**src/rtl/eth_mac_consts.svh**
```systemverilog
// Ethernet MAC constants
`ifndef ETH_MAC_CONSTS_SVH
`define ETH_MAC_CONSTS_SVH

// Transmit FIFO size in bytes, also the host's starting credit.
`define ETH_TX_FIFO_DEPTH 128

// Shortest legal frame, FCS included.
`define ETH_MIN_FRAME_LEN 64

// Idle byte times between frames.
`define ETH_IFG_BYTES 12

// Clock cycles per pause quantum.
`define ETH_PAUSE_QUANTUM_CYCLES 64

// PAUSE frame fields.
`define ETH_PAUSE_DST 48'h01_80_C2_00_00_01
`define ETH_CTRL_TYPE 16'h8808
`define ETH_PAUSE_OPCODE 16'h0001

// CRC register after a good frame and its FCS.
`define ETH_CRC_RESIDUE 32'hDEBB_20E3

`endif
```
**src/rtl/eth_mac_pkg.sv**
```systemverilog
// MAC shared types
`default_nettype none

package eth_mac_pkg;

    // Host transmit beat.
    typedef struct packed {
        logic [7:0] data;
        logic       last; // Final byte of the frame.
    } tx_beat_t;

    // Receive beat to the host.
    typedef struct packed {
        logic [7:0] data;
        logic       valid;
        logic       last; // Byte before the FCS.
    } rx_beat_t;

    // Receive result, fields valid with done.
    typedef struct packed {
        logic        done;
        logic        good;
        logic        bad_fcs;
        logic        bad_frame;
        logic        pause_valid;
        logic [15:0] pause_quanta;
    } rx_status_t;

    typedef struct packed {
        logic start; // First preamble byte.
        logic done;  // Last FCS byte.
    } tx_status_t;

    // Statistics counters.
    typedef struct packed {
        logic [15:0] tx_frames;
        logic [15:0] rx_good;
        logic [15:0] rx_bad_fcs;
        logic [15:0] rx_pause;
    } mac_counts_t;

endpackage

`default_nettype wire

```
**src/rtl/eth_mac_gmii.sv**
```systemverilog
// 1G Ethernet MAC, GMII
`timescale 1ns/1ps
`default_nettype none

module eth_mac_gmii (
    input  wire logic                  gtx_clk,
    input  wire logic                  gtx_rst,
    input  wire eth_mac_pkg::tx_beat_t tx_in,
    input  wire logic                  tx_valid,
    output logic                       tx_credit,
    output eth_mac_pkg::rx_beat_t      rx_out,
    output eth_mac_pkg::rx_status_t    rx_status,
    output eth_mac_pkg::mac_counts_t   counts,
    input  wire logic [7:0]            gmii_rxd,
    input  wire logic                  gmii_rx_dv,
    input  wire logic                  gmii_rx_er,
    output logic [7:0]                 gmii_txd,
    output logic                       gmii_tx_en,
    output logic                       gmii_tx_er
);

    import eth_mac_pkg::*;

    tx_beat_t   fifo_beat;
    tx_status_t tx_status;
    logic       frames_ready;
    logic       fifo_pop;

    tx_credit_fifo i_fifo (
        .gtx_clk      (gtx_clk),
        .gtx_rst      (gtx_rst),
        .tx_in        (tx_in),
        .tx_valid     (tx_valid),
        .fifo_pop     (fifo_pop),
        .fifo_beat    (fifo_beat),
        .frames_ready (frames_ready),
        .tx_credit    (tx_credit)
    );

    // Receive status doubles as the pause request.
    gmii_tx_engine i_tx (
        .gtx_clk      (gtx_clk),
        .gtx_rst      (gtx_rst),
        .fifo_beat    (fifo_beat),
        .frames_ready (frames_ready),
        .fifo_pop     (fifo_pop),
        .pause_status (rx_status),
        .gmii_txd     (gmii_txd),
        .gmii_tx_en   (gmii_tx_en),
        .gmii_tx_er   (gmii_tx_er),
        .tx_status    (tx_status)
    );

    gmii_rx_decode i_rx (
        .gtx_clk    (gtx_clk),
        .gtx_rst    (gtx_rst),
        .gmii_rxd   (gmii_rxd),
        .gmii_rx_dv (gmii_rx_dv),
        .gmii_rx_er (gmii_rx_er),
        .rx_out     (rx_out),
        .rx_status  (rx_status)
    );

    mac_stats i_stats (
        .gtx_clk   (gtx_clk),
        .gtx_rst   (gtx_rst),
        .tx_status (tx_status),
        .rx_status (rx_status),
        .counts    (counts)
    );

endmodule

`default_nettype wire

```
**src/rtl/mac_stats.sv**
```systemverilog
// MAC statistics counters
`timescale 1ns/1ps
`default_nettype none

module mac_stats (
    input  wire logic                    gtx_clk,
    input  wire logic                    gtx_rst,
    input  wire eth_mac_pkg::tx_status_t tx_status,
    input  wire eth_mac_pkg::rx_status_t rx_status,
    output eth_mac_pkg::mac_counts_t     counts
);

    logic tx_busy; // Between start and done.

    // Holds at all ones.
    function automatic logic [15:0] sat_inc(input logic [15:0] val);
        return (val == 16'hFFFF) ? val : val + 16'd1;
    endfunction

    always_ff @(posedge gtx_clk) begin
        if (gtx_rst) begin
            tx_busy <= 1'b0;
            counts  <= '0;
        end else begin
            if (tx_status.start) begin
                tx_busy <= 1'b1;
            end else if (tx_status.done) begin
                tx_busy <= 1'b0;
            end
            if (tx_status.done && tx_busy) begin
                counts.tx_frames <= sat_inc(counts.tx_frames);
            end

            if (rx_status.done) begin
                if (rx_status.good) begin
                    counts.rx_good <= sat_inc(counts.rx_good);
                end
                if (rx_status.bad_fcs) begin
                    counts.rx_bad_fcs <= sat_inc(counts.rx_bad_fcs);
                end
                if (rx_status.pause_valid) begin
                    counts.rx_pause <= sat_inc(counts.rx_pause);
                end
            end
        end
    end

endmodule

`default_nettype wire

```
**src/rtl/gmii_rx_decode.sv**
```systemverilog
// GMII receive decoder
`timescale 1ns/1ps
`default_nettype none
`include "eth_mac_consts.svh"

module gmii_rx_decode (
    input  wire logic               gtx_clk,
    input  wire logic               gtx_rst,
    input  wire logic [7:0]         gmii_rxd,
    input  wire logic               gmii_rx_dv,
    input  wire logic               gmii_rx_er,
    output eth_mac_pkg::rx_beat_t   rx_out,
    output eth_mac_pkg::rx_status_t rx_status
);

    localparam logic [47:0] PAUSE_DST = `ETH_PAUSE_DST;
    localparam logic [15:0] CTRL_TYPE = `ETH_CTRL_TYPE;
    localparam logic [15:0] PAUSE_OP  = `ETH_PAUSE_OPCODE;

    logic [7:0]      rxd_q;
    logic            dv_q;
    logic            er_q;
    logic            in_frame; // Past the SFD.
    logic [15:0]     byte_cnt;
    logic [31:0]     crc;
    logic [31:0]     crc_next;
    logic [3:0][7:0] dly;      // Holds back the FCS.
    logic            err;
    logic            is_pause;
    logic [15:0]     quanta;
    logic            crc_ok;
    logic            len_ok;
    logic            err_any;

    always_ff @(posedge gtx_clk) begin
        rxd_q <= gmii_rxd;
        er_q  <= gmii_rx_er;
        if (gtx_rst) begin
            dv_q <= 1'b0;
        end else begin
            dv_q <= gmii_rx_dv;
        end
    end

    eth_crc32 i_crc (
        .crc_in  (crc),
        .data    (rxd_q),
        .crc_out (crc_next)
    );

    // Checks for the final byte, FCS included.
    assign crc_ok  = (crc_next == `ETH_CRC_RESIDUE);
    assign len_ok  = (byte_cnt + 1 >= `ETH_MIN_FRAME_LEN);
    assign err_any = err || er_q;

    always_ff @(posedge gtx_clk) begin
        if (gtx_rst) begin
            in_frame     <= 1'b0;
            byte_cnt     <= '0;
            rx_out.valid <= 1'b0;
            rx_status    <= '0;
        end else begin
            rx_out.valid   <= 1'b0;
            rx_status.done <= 1'b0;
            if (!in_frame) begin
                if (dv_q && rxd_q == 8'hD5) begin
                    in_frame <= 1'b1;
                    byte_cnt <= '0;
                    crc      <= '1;
                    err      <= 1'b0;
                    is_pause <= 1'b1;
                end
            end else if (!dv_q) begin
                in_frame <= 1'b0; // Nothing after the SFD.
            end else begin
                dly          <= {dly[2:0], rxd_q};
                crc          <= crc_next;
                byte_cnt     <= byte_cnt + 1'b1;
                err          <= err_any;
                rx_out.data  <= dly[3];
                rx_out.last  <= !gmii_rx_dv; // Next input byte is gone.
                rx_out.valid <= (byte_cnt >= 16'd4);

                // Header match while bytes pass by.
                if (byte_cnt < 16'd6) begin
                    if (rxd_q != PAUSE_DST[8*(5 - byte_cnt[2:0]) +: 8]) begin
                        is_pause <= 1'b0;
                    end
                end else begin
                    case (byte_cnt)
                        16'd12: is_pause <= is_pause && (rxd_q == CTRL_TYPE[15:8]);
                        16'd13: is_pause <= is_pause && (rxd_q == CTRL_TYPE[7:0]);
                        16'd14: is_pause <= is_pause && (rxd_q == PAUSE_OP[15:8]);
                        16'd15: is_pause <= is_pause && (rxd_q == PAUSE_OP[7:0]);
                        16'd16: quanta[15:8] <= rxd_q;
                        16'd17: quanta[7:0]  <= rxd_q;
                        default: ;
                    endcase
                end

                if (!gmii_rx_dv) begin
                    in_frame               <= 1'b0;
                    rx_status.done         <= 1'b1;
                    rx_status.good         <= crc_ok && !err_any && len_ok;
                    rx_status.bad_fcs      <= !crc_ok;
                    rx_status.bad_frame    <= err_any || !len_ok;
                    rx_status.pause_valid  <= crc_ok && !err_any && len_ok && is_pause;
                    rx_status.pause_quanta <= quanta;
                end
            end
        end
    end

endmodule

`default_nettype wire

```
**src/rtl/gmii_tx_engine.sv**
```systemverilog
// GMII transmit engine
`timescale 1ns/1ps
`default_nettype none
`include "eth_mac_consts.svh"

module gmii_tx_engine (
    input  wire logic                    gtx_clk,
    input  wire logic                    gtx_rst,
    input  wire eth_mac_pkg::tx_beat_t   fifo_beat,
    input  wire logic                    frames_ready,
    output logic                         fifo_pop,
    input  wire eth_mac_pkg::rx_status_t pause_status,
    output logic [7:0]                   gmii_txd,
    output logic                         gmii_tx_en,
    output logic                         gmii_tx_er,
    output eth_mac_pkg::tx_status_t      tx_status
);

    localparam int         PAD_LEN  = `ETH_MIN_FRAME_LEN - 4; // Data bytes before FCS.
    localparam int         PAUSE_W  = 16 + $clog2(`ETH_PAUSE_QUANTUM_CYCLES);
    localparam logic [7:0] GAP_LAST = 8'(`ETH_IFG_BYTES - 1);

    typedef enum logic [2:0] {
        S_IDLE,
        S_PREAMBLE,
        S_DATA,
        S_PAD,
        S_FCS,
        S_GAP
    } state_t;

    state_t             state;
    logic [7:0]         cnt;   // Preamble, FCS or gap position.
    logic [7:0]         len;   // Bytes after the SFD.
    logic [31:0]        crc;
    logic [31:0]        crc_next;
    logic [7:0]         crc_byte;
    logic [PAUSE_W-1:0] pause_cnt;
    logic               pause_load;
    logic               start_ok;

    assign crc_byte = (state == S_DATA) ? fifo_beat.data : 8'h00;

    eth_crc32 i_crc (
        .crc_in  (crc),
        .data    (crc_byte),
        .crc_out (crc_next)
    );

    assign fifo_pop   = (state == S_DATA);
    assign gmii_tx_er = 1'b0;
    assign pause_load = pause_status.done && pause_status.pause_valid;
    assign start_ok   = frames_ready && (pause_cnt == '0) && !pause_load;

    // Pause countdown, a new PAUSE reloads it.
    always_ff @(posedge gtx_clk) begin
        if (gtx_rst) begin
            pause_cnt <= '0;
        end else if (pause_load) begin
            pause_cnt <= PAUSE_W'(pause_status.pause_quanta) *
                         PAUSE_W'(`ETH_PAUSE_QUANTUM_CYCLES);
        end else if (pause_cnt != '0) begin
            pause_cnt <= pause_cnt - 1'b1;
        end
    end

    always_ff @(posedge gtx_clk) begin
        if (gtx_rst) begin
            state      <= S_IDLE;
            cnt        <= '0;
            len        <= '0;
            gmii_tx_en <= 1'b0;
            tx_status  <= '0;
        end else begin
            tx_status <= '0;
            case (state)
                S_IDLE: begin
                    gmii_tx_en <= 1'b0;
                    gmii_txd   <= 8'h00;
                    if (start_ok) begin
                        gmii_tx_en      <= 1'b1;
                        gmii_txd        <= 8'h55; // First preamble byte.
                        tx_status.start <= 1'b1;
                        cnt             <= 8'd1;
                        state           <= S_PREAMBLE;
                    end
                end
                S_PREAMBLE: begin
                    crc <= '1;
                    len <= '0;
                    cnt <= cnt + 1'b1;
                    if (cnt == 8'd7) begin
                        gmii_txd <= 8'hD5; // SFD.
                        state    <= S_DATA;
                    end else begin
                        gmii_txd <= 8'h55;
                    end
                end
                S_DATA: begin
                    gmii_txd <= fifo_beat.data;
                    crc      <= crc_next;
                    len      <= len + 1'b1;
                    if (fifo_beat.last) begin
                        cnt   <= '0;
                        state <= (len + 1 < PAD_LEN) ? S_PAD : S_FCS;
                    end
                end
                S_PAD: begin
                    gmii_txd <= 8'h00;
                    crc      <= crc_next;
                    len      <= len + 1'b1;
                    if (len + 1 == PAD_LEN) begin
                        state <= S_FCS;
                    end
                end
                S_FCS: begin
                    gmii_txd <= ~crc[8*cnt[1:0] +: 8]; // Low byte first.
                    cnt      <= cnt + 1'b1;
                    if (cnt == 8'd3) begin
                        tx_status.done <= 1'b1;
                        cnt            <= '0;
                        state          <= S_GAP;
                    end
                end
                S_GAP: begin
                    gmii_tx_en <= 1'b0;
                    gmii_txd   <= 8'h00;
                    cnt        <= cnt + 1'b1;
                    if (cnt == GAP_LAST) begin
                        state <= S_IDLE;
                    end
                end
                default: state <= S_IDLE;
            endcase
        end
    end

endmodule

`default_nettype wire

```
**src/rtl/tx_credit_fifo.sv**
```systemverilog
// Transmit credit FIFO
`timescale 1ns/1ps
`default_nettype none
`include "eth_mac_consts.svh"

module tx_credit_fifo (
    input  wire logic                  gtx_clk,
    input  wire logic                  gtx_rst,
    input  wire eth_mac_pkg::tx_beat_t tx_in,
    input  wire logic                  tx_valid,
    input  wire logic                  fifo_pop,
    output eth_mac_pkg::tx_beat_t      fifo_beat,
    output logic                       frames_ready,
    output logic                       tx_credit
);

    import eth_mac_pkg::*;

    localparam int DEPTH  = `ETH_TX_FIFO_DEPTH;
    localparam int ADDR_W = $clog2(DEPTH);

    tx_beat_t          mem [DEPTH];
    logic [ADDR_W-1:0] wr_ptr;
    logic [ADDR_W-1:0] rd_ptr;
    logic [ADDR_W:0]   frame_cnt; // Whole frames held.
    logic              frame_in;
    logic              frame_out;

    assign frame_in  = tx_valid && tx_in.last;
    assign frame_out = fifo_pop && fifo_beat.last;

    always_ff @(posedge gtx_clk) begin
        if (tx_valid) begin
            mem[wr_ptr] <= tx_in;
        end
    end

    // Head of queue is always on the output.
    assign fifo_beat = mem[rd_ptr];

    always_ff @(posedge gtx_clk) begin
        if (gtx_rst) begin
            wr_ptr    <= '0;
            rd_ptr    <= '0;
            frame_cnt <= '0;
            tx_credit <= 1'b0;
        end else begin
            if (tx_valid) begin
                wr_ptr <= wr_ptr + 1'b1; // Credits keep this from overrunning.
            end
            if (fifo_pop) begin
                rd_ptr <= rd_ptr + 1'b1;
            end
            if (frame_in && !frame_out) begin
                frame_cnt <= frame_cnt + 1'b1;
            end else if (frame_out && !frame_in) begin
                frame_cnt <= frame_cnt - 1'b1;
            end
            tx_credit <= fifo_pop; // One credit per byte drained.
        end
    end

    assign frames_ready = (frame_cnt != '0);

endmodule

`default_nettype wire

```
**src/rtl/eth_crc32.sv**
```systemverilog
// Ethernet CRC-32 byte step
`timescale 1ns/1ps
`default_nettype none

module eth_crc32 (
    input  wire logic [31:0] crc_in,
    input  wire logic [7:0]  data,
    output logic [31:0]      crc_out
);

    localparam logic [31:0] POLY = 32'hEDB8_8320; // Reflected form of 04C11DB7.

    logic [31:0] crc;

    // Bit 0 of the byte goes in first.
    always_comb begin
        crc = crc_in;
        for (int i = 0; i < 8; i++) begin
            if (crc[0] ^ data[i]) begin
                crc = (crc >> 1) ^ POLY;
            end else begin
                crc = crc >> 1;
            end
        end
        crc_out = crc;
    end

endmodule

`default_nettype wire

```
**config.mk**
```make
export PLATFORM = sky130hd
export DESIGN_NAME = eth_mac_gmii
export DESIGN_NICKNAME = d
export VERILOG_FILES = /design/src/rtl/eth_mac_pkg.sv /design/src/rtl/eth_mac_gmii.sv /design/src/rtl/mac_stats.sv /design/src/rtl/gmii_rx_decode.sv /design/src/rtl/gmii_tx_engine.sv /design/src/rtl/tx_credit_fifo.sv /design/src/rtl/eth_crc32.sv
export VERILOG_INCLUDE_DIRS = /design/src /design/src/rtl
export SDC_FILE = /design/constraint.sdc
export NUM_CORES = 2
export LEC_CHECK = 0
export BUFFER_PORTS_ARGS = -buffer_cell sky130_fd_sc_hd__buf_2
export CORE_ASPECT_RATIO = 1.4
export CORE_UTILIZATION = 35
export CTS_BUF_LIST = sky130_fd_sc_hd__clkbuf_8
export CTS_CLUSTER_SIZE = 8
export DETAILED_ROUTE_END_ITERATION = 7
export PLACE_DENSITY_LB_ADDON = 0.1
export SLEW_MARGIN = 20
export SYNTH_ARGS = -nofsm -noshare
export SYNTH_HDL_FRONTEND = slang
export SYNTH_HIERARCHICAL = 1
export SYNTH_SLANG_ARGS = --single-unit
```
**constraint.sdc**
```tcl
create_clock -name gtx_clk -period 8.4 [get_ports gtx_clk]
set_input_delay 2.1 -clock gtx_clk [delete_from_list [all_inputs] [get_ports gtx_clk]]
set_output_delay 2.1 -clock gtx_clk [all_outputs]
set_load 0.01 [all_outputs]
```
==> metrics.txt <==
# TYPE chip_impl_metric gauge
chip_impl_info{name="status",value="complete, no violations"} 1
chip_impl_info{name="worst_setup_sp_type",value="register"} 1
chip_impl_info{name="leading_cell_types_in_the_layout_fill_and_taps_excluded",value="sky130_fd_sc_hd__edfxtp_1, sky130_fd_sc_hd__mux4_2, sky130_fd_sc_hd__nor2_1"} 1
chip_impl_metric{name="drc_errors",unit=""} 0
chip_impl_metric{name="insertion_delay",unit="ns"} 0.95
chip_impl_metric{name="cts.repair.resized",unit=""} 0
chip_impl_metric{name="timing_worst_slew_pin_value",unit="ns"} 1.169
chip_impl_metric{name="die-height",unit="um"} 494.0
chip_impl_metric{name="cts.clk_slew.worst_paths",unit="ns"} 0.06
chip_impl_metric{name="proportion_of_layout_cells_with_a_drive_suffix_above_1",unit="%"} 21.72
chip_impl_metric{name="cell_internal_pwr",unit="uW"} 11030
chip_impl_metric{name="comb_power_share",unit="%"} 5.5
chip_impl_metric{name="dp_hpwl",unit="um"} 103500
chip_impl_info{name="most_common_cell_after_layout_fill_and_taps_aside",value="sky130_fd_sc_hd__edfxtp_1"} 1
chip_impl_metric{name="max_freq",unit="GHz"} 0.1805
chip_impl_metric{name="cts_sinks",unit=""} 1471
chip_impl_metric{name="synth_sequential_area_ratio",unit="%"} 69.87
chip_impl_metric{name="grt_pass1_vias",unit=""} 33990
chip_impl_metric{name="synth_edf_count",unit=""} 1283
chip_impl_metric{name="number_of_iterations_in_the_first_detailed_routing_pass",unit=""} 7
chip_impl_metric{name="setup_total_negative_slack",unit="ns"} 0
chip_impl_metric{name="maxSlewViolCount",unit=""} 0
chip_impl_metric{name="post-route-min-period",unit="ns"} 5.539
chip_impl_metric{name="dr.first_iter.drc_count",unit=""} 2471
chip_impl_metric{name="buffer_ports.inserted",unit=""} 126
chip_impl_metric{name="wl_met2",unit="um"} 84930
chip_impl_metric{name="syn_inst",unit=""} 3566
chip_impl_metric{name="post_drt_via_cell_ratio",unit=""} 5.239
chip_impl_metric{name="grt_first_pass_wirelength",unit="um"} 236600
chip_impl_info{name="hold_class",value="reg -> reg"} 1
chip_impl_metric{name="routabilityCongestion",unit=""} 0.8042
chip_impl_metric{name="power_leakage",unit="uW"} 0.02112
chip_impl_info{name="path_class",value="reg -> reg"} 1
chip_impl_metric{name="groute.usage.overall",unit="%"} 18.53
chip_impl_metric{name="drv.max_cap_violation_count",unit=""} 0
chip_impl_info{name="crit_path_end_kind",value="register"} 1
chip_impl_metric{name="power_frac_clock",unit="%"} 38.3
chip_impl_metric{name="seqPwrFrac",unit="%"} 56.2
chip_impl_metric{name="p_sw_share",unit="%"} 23.47
chip_impl_metric{name="route.met3.wl",unit="um"} 6483
chip_impl_metric{name="cts-buffers-inserted",unit=""} 227
chip_impl_metric{name="report.final.setup_viol",unit=""} 0
chip_impl_metric{name="switching_power",unit="uW"} 3383
chip_impl_metric{name="floorplan.die_area",unit="mm2"} 0.1746
chip_impl_metric{name="grt_max_degree",unit=""} 113
chip_impl_metric{name="postCtsSetupBuffers",unit=""} 0
chip_impl_metric{name="final_min_period_over_clock_period",unit="%"} 65.94
chip_impl_metric{name="placement_rows",unit=""} 180
chip_impl_metric{name="fp.coreArea",unit="mm2"} 0.1718
chip_impl_metric{name="cp_max_fo",unit=""} 46
chip_impl_metric{name="fin_nets",unit=""} 3848
chip_impl_metric{name="syn_to_final_growth",unit="%"} 12.11
chip_impl_metric{name="postRouteWirelength",unit="um"} 162300
chip_impl_metric{name="gr-total-overflow",unit=""} 0
chip_impl_metric{name="yosys_warnings",unit=""} 6
chip_impl_metric{name="proportion_of_synthesized_flip_flops_having_asynchronous_set_or_reset",unit="%"} 0
chip_impl_metric{name="net_count_after_synthesis",unit=""} 3615
chip_impl_metric{name="post_cts_hold_buffer_count",unit=""} 0
chip_impl_metric{name="wire_per_inst",unit="um"} 25.96
chip_impl_metric{name="total_power",unit="uW"} 14410
chip_impl_metric{name="ios",unit=""} 128
chip_impl_metric{name="netlist-cell-type-count",unit=""} 92
chip_impl_metric{name="final_hold_viol_count",unit=""} 0
chip_impl_metric{name="max-vdd-ir-drop",unit="mV"} 0.1366
chip_impl_info{name="rsz0062_at_grt",value="no"} 1
chip_impl_info{name="synth_top_flop_cell",value="sky130_fd_sc_hd__edfxtp_1"} 1
chip_impl_metric{name="initial_core_util",unit="%"} 35.22
chip_impl_metric{name="post_synth_instance_area",unit="mm2"} 0.06052
chip_impl_metric{name="antenna_found_initial",unit=""} 3
chip_impl_metric{name="worst_slew_margin_rel",unit="%"} 21.76
chip_impl_metric{name="clock_tree.buffer_depth",unit=""} 3
chip_impl_metric{name="synth_seq_cells",unit=""} 1471
chip_impl_metric{name="drtAntennaViolNets",unit=""} 0
chip_impl_info{name="top_signal_layer_used",value="met5"} 1
chip_impl_metric{name="arrival",unit="ns"} 6.21
chip_impl_metric{name="power_density",unit="mW/mm2"} 212.4
chip_impl_metric{name="cp_data_required_time",unit="ns"} 9.07
chip_impl_info{name="cts_tree",value="yes"} 1
chip_impl_metric{name="syn-mean-instance-area",unit="um2"} 16.97
chip_impl_metric{name="fin_worst_skew",unit="ns"} 0.04134
chip_impl_info{name="root_buffer",value="sky130_fd_sc_hd__clkbuf_8"} 1
chip_impl_metric{name="via_count",unit=""} 32750
chip_impl_metric{name="detail_route.wirelength.met1",unit="um"} 66840
chip_impl_metric{name="cts.htree.levels",unit=""} 4
chip_impl_metric{name="fp.dieW",unit="um"} 353.5
layout make-up:
type	instances	area [um2]
Multi-Input combinational cell	1880	17220
Clock buffer	249	3427
Timing Repair Buffer	194	1270
Clock inverter	154	684.4
Antenna cell	3	7.507
Sequential cell	1471	42300
Tap cell	2275	2846
Inverter	25	93.84
Fill cell	15860	104000
final timing paths:
| check | to | startpoint | depth (start not counted) | slack [ns] |
|---|---|---|---|---|
| max | i_tx/crc[23]$_SDFFCE_PP1P_ | register | 13 | 2.86 |
| min | i_rx/dly[12]$_DFFE_PP_ | i_rx/dly[4]$_DFFE_PP_ | 0 | 0.42 |
| max reg2reg | i_tx/crc[23]$_SDFFCE_PP1P_ | register | 13 | 2.86 |
| min reg2reg | i_rx/dly[12]$_DFFE_PP_ | i_rx/dly[4]$_DFFE_PP_ | 0 | 0.42 |
state kept, by name, indices dropped and copies added (netlist names), 10 cells and up, named ones only:
signal / count
i_rx/quanta: 16
i_rx/rx_out: 10
i_fifo/mem: 1152
i_rx/crc: 32
i_rx/rx_status: 21
i_rx/dly: 32
i_stats/counts: 64
i_rx/byte_cnt: 16
i_tx/crc: 32
i_tx/pause_cnt: 22
power groups by stage:
| stage | logic (uW) | registers, uW | clock network (uW) |
|---|---|---|---|
| after floorplan | 558 | 8220 | 0 |
| after global placement | 800 | 8260 | 0 |
| after detailed placement | 803 | 8260 | 0 |
| after CTS | 807 | 8100 | 5730 |
| after global routing | 881 | 8110 | 5990 |
| final | 793 | 8100 | 5510 |
per-layer routing:
metal  global-route usage (%)  vias to the layer above
li1                         -                    14630
met2                    33.27                      759
met5                        0                        -
met4                    5.615                        2
met1                    22.75                    17130
met3                    2.982                      236
cells by family after synthesis:
family | count (synthesis) | synth area share (%)
adders and majority gates | 27 | 0.5706
buffers and inverters | 215 | 1.790
DFF | 1471 | 69.87
xor gates and xnor gates | 181 | 3.136
muxes | 407 | 12.92
and+or+nand+nor | 880 | 7.384
AOI/OAI and AO/OA | 384 | 4.319
other | 1 | 0.006196
through the flow:
stage | cells | worst slack (ns) | hold WS, ns | area (um2) | util (%)
floorplan | 3566 | 3.442 | 0.4003 | 60520 | -
global placement | 5845 | 2.808 | 0.4025 | 63710 | 37.08
detailed placement | 5845 | 2.809 | 0.4045 | 63730 | 37.09
CTS | 6248 | 2.789 | 0.4191 | 67840 | 39.48
global route | 6250 | 2.479 | 0.4259 | 67850 | 39.49
finish | 6251 | 2.861 | 0.4183 | 67850 | 39.49
worst max-delay path, stage by stage, from the launching register on:
cell and delay [ns]:
sky130_fd_sc_hd__dfxtp_4 0.70, sky130_fd_sc_hd__buf_12 0.38, sky130_fd_sc_hd__buf_4 0.39, sky130_fd_sc_hd__mux4_1 0.61, sky130_fd_sc_hd__a221oi_1 0.53, sky130_fd_sc_hd__nor4_1 0.09, sky130_fd_sc_hd__o2111ai_1 0.41, sky130_fd_sc_hd__o21ai_1 0.23
sky130_fd_sc_hd__and3_1 0.25, sky130_fd_sc_hd__xor2_2 0.34, sky130_fd_sc_hd__xor2_2 0.50, sky130_fd_sc_hd__xnor3_1 0.36, sky130_fd_sc_hd__xor3_1 0.19, sky130_fd_sc_hd__nand2b_1 0.15
cell usage after synthesis (12+ instances only):
cell type / number / area [um2]
sky130_fd_sc_hd__a211oi_1: 12 / 90.09
sky130_fd_sc_hd__a21oi_1: 111 / 555.5
sky130_fd_sc_hd__a221oi_1: 64 / 560.5
sky130_fd_sc_hd__a22oi_1: 33 / 247.7
sky130_fd_sc_hd__and2_1: 12 / 75.07
sky130_fd_sc_hd__and3_1: 25 / 156.4
sky130_fd_sc_hd__buf_1: 14 / 52.55
sky130_fd_sc_hd__buf_2: 36 / 180.2
sky130_fd_sc_hd__buf_4: 23 / 172.7
sky130_fd_sc_hd__buf_6: 19 / 214.0
sky130_fd_sc_hd__clkbuf_1: 96 / 360.4
sky130_fd_sc_hd__dfxtp_1: 188 / 3764
sky130_fd_sc_hd__edfxtp_1: 1283 / 38530
sky130_fd_sc_hd__ha_1: 26 / 325.3
sky130_fd_sc_hd__inv_1: 25 / 93.84
sky130_fd_sc_hd__mux2_2: 28 / 315.3
sky130_fd_sc_hd__mux2i_1: 83 / 830.8
sky130_fd_sc_hd__mux4_2: 294 / 6621
sky130_fd_sc_hd__nand2_1: 166 / 623.1
sky130_fd_sc_hd__nand2b_1: 78 / 488.0
sky130_fd_sc_hd__nand3_1: 47 / 235.2
sky130_fd_sc_hd__nand3b_1: 12 / 90.09
sky130_fd_sc_hd__nand4_1: 42 / 262.8
sky130_fd_sc_hd__nor2_1: 286 / 1074
sky130_fd_sc_hd__nor2b_1: 38 / 237.7
sky130_fd_sc_hd__nor3_1: 35 / 175.2
sky130_fd_sc_hd__nor4_1: 44 / 275.3
sky130_fd_sc_hd__o2111ai_1: 12 / 105.1
sky130_fd_sc_hd__o21ai_0: 51 / 255.2
sky130_fd_sc_hd__o31ai_1: 13 / 97.59
sky130_fd_sc_hd__or3_1: 21 / 131.4
sky130_fd_sc_hd__or4_1: 17 / 127.6
sky130_fd_sc_hd__xnor2_1: 105 / 919.6
sky130_fd_sc_hd__xor2_1: 46 / 402.9
(Power assumes the default switching activity.)
